`src/logic/sq_settings.svh`:
```
`ifndef SQ_SETTINGS_SVH
`define SQ_SETTINGS_SVH

// Store entries as a power of two with one slot always empty
`define SQ_DEPTH 8

// Doubleword address without the byte offset
`define SQ_ADDR_W 29

`define SQ_DATA_W 64

`endif
```
`src/logic/sq_pkg.sv`:
```
`include "sq_settings.svh"

package sq_pkg;

  localparam int SQ_IDX_W = $clog2(`SQ_DEPTH);

  typedef logic [SQ_IDX_W-1:0]   sq_idx_t;
  typedef logic [`SQ_ADDR_W-1:0] sq_addr_t;
  typedef logic [`SQ_DATA_W-1:0] sq_data_t;

  typedef struct packed {
    logic     filled;
    sq_addr_t addr;
    sq_data_t data;
  } sq_entry_t;

  typedef struct packed {
    logic     valid;
    sq_idx_t  idx;
    sq_addr_t addr;
    sq_data_t data;
  } store_exec_t;

  // Bound is the tail seen by the load at dispatch
  typedef struct packed {
    logic     valid;
    sq_addr_t addr;
    sq_idx_t  bound;
  } load_probe_t;

  typedef struct packed {
    logic     hit;
    sq_data_t data;
  } fwd_result_t;

  typedef struct packed {
    logic     wr_en;
    sq_addr_t addr;
    sq_data_t data;
  } cache_write_t;

endpackage

```
`src/logic/store_queue.sv`:
```
`include "sq_settings.svh"

module store_queue
  import sq_pkg::*;
(
  input  logic         clock,
  input  logic         reset,
  input  logic         dispatch_en,
  input  logic         rollback_en,
  input  sq_idx_t      rollback_idx,
  input  store_exec_t  exec,
  input  load_probe_t  probe,
  input  logic         retire_en,
  input  logic         cache_ack,
  output logic         dispatch_ready,
  output sq_idx_t      sq_idx,
  output fwd_result_t  fwd,
  output cache_write_t cache_wr,
  output logic         retire_done
);

  sq_idx_t   head;
  sq_idx_t   tail;
  logic      alloc_fire;
  sq_entry_t head_entry;

  // New store lands at the current tail
  assign sq_idx = tail;

  store_alloc u_alloc (
    .clock          (clock),
    .reset          (reset),
    .dispatch_en    (dispatch_en),
    .rollback_en    (rollback_en),
    .rollback_idx   (rollback_idx),
    .head           (head),
    .tail           (tail),
    .alloc_fire     (alloc_fire),
    .dispatch_ready (dispatch_ready)
  );

  store_entries u_entries (
    .clock      (clock),
    .reset      (reset),
    .tail       (tail),
    .alloc_fire (alloc_fire),
    .head       (head),
    .exec       (exec),
    .probe      (probe),
    .head_entry (head_entry),
    .fwd        (fwd)
  );

  store_commit u_commit (
    .clock       (clock),
    .reset       (reset),
    .retire_en   (retire_en),
    .cache_ack   (cache_ack),
    .head_entry  (head_entry),
    .tail        (tail),
    .head        (head),
    .cache_wr    (cache_wr),
    .retire_done (retire_done)
  );

endmodule

```
`src/logic/store_commit.sv`:
```
`include "sq_settings.svh"

module store_commit
  import sq_pkg::*;
(
  input  logic         clock,
  input  logic         reset,
  input  logic         retire_en,
  input  logic         cache_ack,
  input  sq_entry_t    head_entry,
  input  sq_idx_t      tail,
  output sq_idx_t      head,
  output cache_write_t cache_wr,
  output logic         retire_done
);

  logic commit_fire;

  // The head store leaves only once the cache has taken it
  assign commit_fire = retire_en && cache_ack;
  assign retire_done = commit_fire;

  always_comb begin
    cache_wr = '0;
    if (retire_en) begin
      cache_wr.wr_en = 1'b1;
      cache_wr.addr  = head_entry.addr;
      cache_wr.data  = head_entry.data;
    end
  end

  always_ff @(posedge clock) begin
    if (reset) begin
      head <= '0;
    end else if (commit_fire) begin
      head <= head + sq_idx_t'(1);
    end
  end

  retire_not_empty: assert property (
    @(posedge clock) disable iff (reset)
    retire_en |-> head != tail
  ) else $error("retire with an empty store queue, head %0d", head);

  retire_filled: assert property (
    @(posedge clock) disable iff (reset)
    retire_en |-> head_entry.filled
  ) else $error("retire of store %0d before its execute", head);

endmodule

```
`src/logic/store_entries.sv`:
```
`include "sq_settings.svh"

module store_entries
  import sq_pkg::*;
(
  input  logic        clock,
  input  logic        reset,
  input  sq_idx_t     tail,
  input  logic        alloc_fire,
  input  sq_idx_t     head,
  input  store_exec_t exec,
  input  load_probe_t probe,
  output sq_entry_t   head_entry,
  output fwd_result_t fwd
);

  sq_entry_t entries [`SQ_DEPTH];

  sq_idx_t used_span;
  sq_idx_t exec_span;
  sq_idx_t bound_span;

  // Only the filled flags are cleared by reset
  always_ff @(posedge clock) begin
    if (reset) begin
      for (int i = 0; i < `SQ_DEPTH; i++) begin
        entries[i].filled <= 1'b0;
      end
    end else begin
      if (alloc_fire) begin
        entries[tail].filled <= 1'b0;
      end
      if (exec.valid) begin
        entries[exec.idx].filled <= 1'b1;
        entries[exec.idx].addr   <= exec.addr;
        entries[exec.idx].data   <= exec.data;
      end
    end
  end

  assign head_entry = entries[head];

  // Walk youngest first from bound minus one back to the head
  always_comb begin
    sq_idx_t span;
    sq_idx_t idx;
    span = probe.bound - head;
    fwd  = '0;
    for (int i = 0; i < `SQ_DEPTH; i++) begin
      idx = probe.bound - sq_idx_t'(i + 1);
      if (probe.valid && !fwd.hit && i < int'(span)) begin
        if (entries[idx].filled && entries[idx].addr == probe.addr) begin
          fwd.hit  = 1'b1;
          fwd.data = entries[idx].data;
        end
      end
    end
  end

  assign used_span  = tail - head;
  assign exec_span  = exec.idx - head;
  assign bound_span = probe.bound - head;

  // Execute must target a dispatched, uncommitted store
  exec_in_range: assert property (
    @(posedge clock) disable iff (reset)
    exec.valid |-> exec_span < used_span
  ) else $error("execute index %0d outside head %0d to tail %0d", exec.idx, head, tail);

  // A load bound cannot point past the current tail
  bound_in_range: assert property (
    @(posedge clock) disable iff (reset)
    probe.valid |-> bound_span <= used_span
  ) else $error("probe bound %0d outside head %0d to tail %0d", probe.bound, head, tail);

endmodule

```
`src/logic/store_alloc.sv`:
```
`include "sq_settings.svh"

module store_alloc
  import sq_pkg::*;
(
  input  logic    clock,
  input  logic    reset,
  input  logic    dispatch_en,
  input  logic    rollback_en,
  input  sq_idx_t rollback_idx,
  input  sq_idx_t head,
  output sq_idx_t tail,
  output logic    alloc_fire,
  output logic    dispatch_ready
);

  sq_idx_t tail_plus_one;
  sq_idx_t used_span;
  sq_idx_t rollback_span;

  assign tail_plus_one = tail + sq_idx_t'(1);

  // Full when one more store would land on the head
  assign dispatch_ready = tail_plus_one != head;

  // Rollback takes the cycle and drops a dispatch beside it
  assign alloc_fire = dispatch_en && dispatch_ready && !rollback_en;

  always_ff @(posedge clock) begin
    if (reset) begin
      tail <= '0;
    end else if (rollback_en) begin
      tail <= rollback_idx;
    end else if (alloc_fire) begin
      tail <= tail_plus_one;
    end
  end

  // Distances from head modulo depth
  assign used_span     = tail - head;
  assign rollback_span = rollback_idx - head;

  // Tail may only move back inside the stores still held
  rollback_in_range: assert property (
    @(posedge clock) disable iff (reset)
    rollback_en |-> rollback_span <= used_span
  ) else $error("rollback index %0d outside head %0d to tail %0d", rollback_idx, head, tail);

endmodule

```
`config.mk`:
```
export PLATFORM = sky130hd
export DESIGN_NAME = store_queue
export DESIGN_NICKNAME = d
export VERILOG_FILES = /design/src/logic/sq_pkg.sv /design/src/logic/store_queue.sv /design/src/logic/store_commit.sv /design/src/logic/store_entries.sv /design/src/logic/store_alloc.sv
export VERILOG_INCLUDE_DIRS = /design/src /design/src/logic
export SDC_FILE = /design/constraint.sdc
export NUM_CORES = 2
export LEC_CHECK = 0
export BUFFER_PORTS_ARGS = -buffer_cell sky130_fd_sc_hd__clkbuf_2
export CORE_MARGIN = 5
export CORE_UTILIZATION = 30
export DETAILED_ROUTE_END_ITERATION = 10
export SYNTH_ARGS = -nofsm -noshare
export SYNTH_HDL_FRONTEND = slang
export SYNTH_SLANG_ARGS = --single-unit
```
`constraint.sdc`:
```
create_clock -name clock -period 12.73 [get_ports clock]
set_input_delay 2.546 -clock clock [delete_from_list [all_inputs] [get_ports clock]]
set_output_delay 2.546 -clock clock [all_outputs]
set_load 0.1 [all_outputs]
```
==> results.tsv <==
metric	value	unit
status	finished, final reports clean	
Vias	49900	
gpl congestion	1.06	
Critical Path AT	9000	ps
global routing usage on met2	32.1	%
Vias/cell	6.32	
Synth Area per Inst	12.8	sq um
crit-path max FO	67	
Worst path slowest cell	nand4_1	
PortBufs	302	
sequential fraction of design power	39.2	%
CP Capture Type	output pin	
Sw Ratio	31.4	%
VDD IR max	0.0994	mV
Final Slew Violations	0	
Yosys reg bits	761	
Setup TNS	0	ps
sw power	2.31	mW
first-pass GRT wire length	350000	um
DR DRC count	0	
CTS Buf Count	91	
Post-Syn Area	64000	sq um
combinational share of power	24.4	%
P_leak	23.6	nW
Die Ht	472	um
Clock power frac	36.4	%
Fmax	86.6	MHz
maximum capacitance violations	0	
antenna-violating nets left	0	
antenna violations before repair	44	
Pre-antenna DRT Iters	8	
Main synth FF type	edfxtp_1	
Clock Skew	2.71	ps
Max clock buf depth	3	
Inst Count DP	7711	
Pwr Total	7.36	mW
pin count of the biggest net entering global routing	138	
met3 usage	4.83	%
vias in the first global route	48000	
multi-input logic area	39100	sq um
cts repair resizes	0	
Post-synth EDFFs	744	
HPWL after detailed placement	153000	um
CP most frequent cell	buf_12	
storage element area	22700	sq um
Worst EP required	10180	ps
FILL cells	20400	
Cell Count, Final, Fillers Out	7906	
RSZ-0062 raised after global routing	no	
Final period util	90.7	%
DIE AREA	223000	sq um
Worst Max-Slew Pin Slew	1300	ps
Die X	472	um
final core utilization	34.0	%
nets	5128	
synth top area cells	edfxtp_1, mux4_2, nand2_1, mux2i_1, xnor2_1	
drt wl/cell	30.8	um
post-synth top area share	34.9	%
Area Overhead vs Synth	12.8	%
final setup margin	1180	ps
GR peak layer	met2	
worst-path cell chain	buf_8 -> inv_4 -> ha_4 -> buf_12 -> buf_4 -> mux4_2 -> xnor2_1 -> nand4_1 -> a2111oi_0 -> a41oi_1 -> or4_1 -> nor2_1 -> nand4_1 -> buf_12 -> a32oi_1 -> a221o_1 -> buf_12	
io pins	303	
Worst slew margin	13.7	%
Initial Util	30.2	%
Yosys top cell by area	edfxtp_1	
all-layer global routing usage	21.2	%
postcts setup bufs	0	
final wirelength	244000	um
Mapped Cells	4995	
CTS tree	done	
Place WS	1410	ps
syn nets	5140	
WP buf/inv	6	
Pint	5.05	mW
post-layout min period	11550	ps
CP startpoint kind	primary input	
std cell rows	169	
area of the core	212000	sq um
final hold viol count	0	
drt initial violations	7067	
Power Dens Cells	102	nW/um^2
hold crit path type	reg2reg	
overflow left after global routing	0	
Setup CP Type	in2out	
Ys Warns	0	
clock sink count	761	
final setup fails	0	
Netlist cell types	69	
CP top delay family	simple AND/OR/NAND/NOR gates	
clk_lat worst skew	700	ps
max incr delay on CP	770	ps
M1 GR Usage	28.5	%
layout cells sized above 1	33.1	%
clk slew on worst S/H paths	60	ps
H-tree levels	3	
hold buffer count at cts	0	
clock root cell	clkbuf_16	
sequential fraction of the synthesis area	35.5	%
FFs w/ async S/R, synth	0	%
## area by class of cell
cell class	count	share of cell area, %
tap	2821	4.89
sequential	761	31.4
antenna	31	0.107
inverter	22	0.121
multi-input combinational	3695	54.2
clock inverter	57	0.981
timing repair buffer	412	4.98
clock buffer	107	3.28
## logic make-up after synthesis
logic type | after synthesis | synth area share, %
adders and majority gates | 6 | 0.129
buffers and inverters | 539 | 3.78
AOI/OAI and AO/OA | 502 | 6.53
xor gates and xnor gates | 251 | 3.47
muxes | 1307 | 39.9
and+or+nand+nor | 1629 | 10.8
DFF | 761 | 35.5
## flip-flops by register name, indices dropped and copies added (netlist names), named ones only
register / count
u_entries.entries: 752
u_alloc.tail: 3
u_commit.head: 3
## worst paths after layout
check / from / to / slack (ps) / cells after the start
setup / recovery: probe[1] / fwd[7] / 1180 / 17
hold reg to reg: u_commit.head[1] / register / 570 / 2
hold / removal: u_commit.head[1] / register / 570 / 2
setup reg to reg: u_alloc.tail[1] / u_entries.entries[4][93] / 9890 / 8
## worst reg2reg max path, stage by stage (launching register included)
cell	delay (ps)
dfxtp_1	620
ha_1	300
xor2_1	190
xnor2_1	90
nand3_1	150
nand2_1	150
or3_1	470
or3b_2	520
a31o_2	250
## Yosys cell counts (all sizes together) (18+ instances only)
cell type / count
buf: 254
nand3: 28
a221o: 68
a21oi: 81
o21ai: 88
xor2: 79
a2111oi: 68
clkbuf: 263
xnor2: 171
mux2: 24
a311oi: 65
nor3: 26
mux2i: 293
nor2: 247
edfxtp: 744
nor2b: 99
a32oi: 66
nand4: 102
mux4: 990
nand2: 1064
nor4: 18
## cells in the final DEF (no fill, tap or decap), types with 10 or more instances in the layout
cell	instances
clkbuf_1	14
mux2_2	24
dfxtp_1	14
clkinv_2	11
a21oi_1	81
xor2_1	76
o211ai_1	10
edfxtp_1	744
nor2_1	241
nand2_1	1064
clkbuf_2	233
nor4_1	16
a2111oi_0	67
buf_4	91
a32oi_1	66
bufinv_16	10
buf_12	85
nor3_1	24
a221o_1	68
o21ai_0	87
clkbuf_16	92
xnor2_1	168
diode_2	31
nand3_1	28
a311oi_2	60
clkinv_1	18
nor2b_1	99
mux2i_1	293
mux4_2	990
nand4_1	102
## per-layer routing
layer,share of wire [%],up-vias
li1,-,20100
met1,39,25600
met2,45,3642
met3,11,596
met4,5.3,16
met5,0.042,-
## power by group through the flow
stage                     Clock (mW)  Sequential, mW  Combinational (mW)
after floorplan                    0            2.91                1.30
after global placement             0            2.93                1.75
after detailed placement           0            2.93                1.77
after CTS                       2.75            2.88                1.77
after global routing            2.86            2.89                1.89
final                           2.68            2.88                1.79
## stage by stage
| step | hold WS, ps | instance area [sq um] |
|---|---|---|
| after global placement | 560 | 69000 |
| final | 574 | 72200 |
| after CTS | 579 | 72100 |
| after global routing | 636 | 72200 |
| after detailed placement | 568 | 69000 |
| after floorplan | 491 | 64000 |
Power figures use the tool's default switching activity.
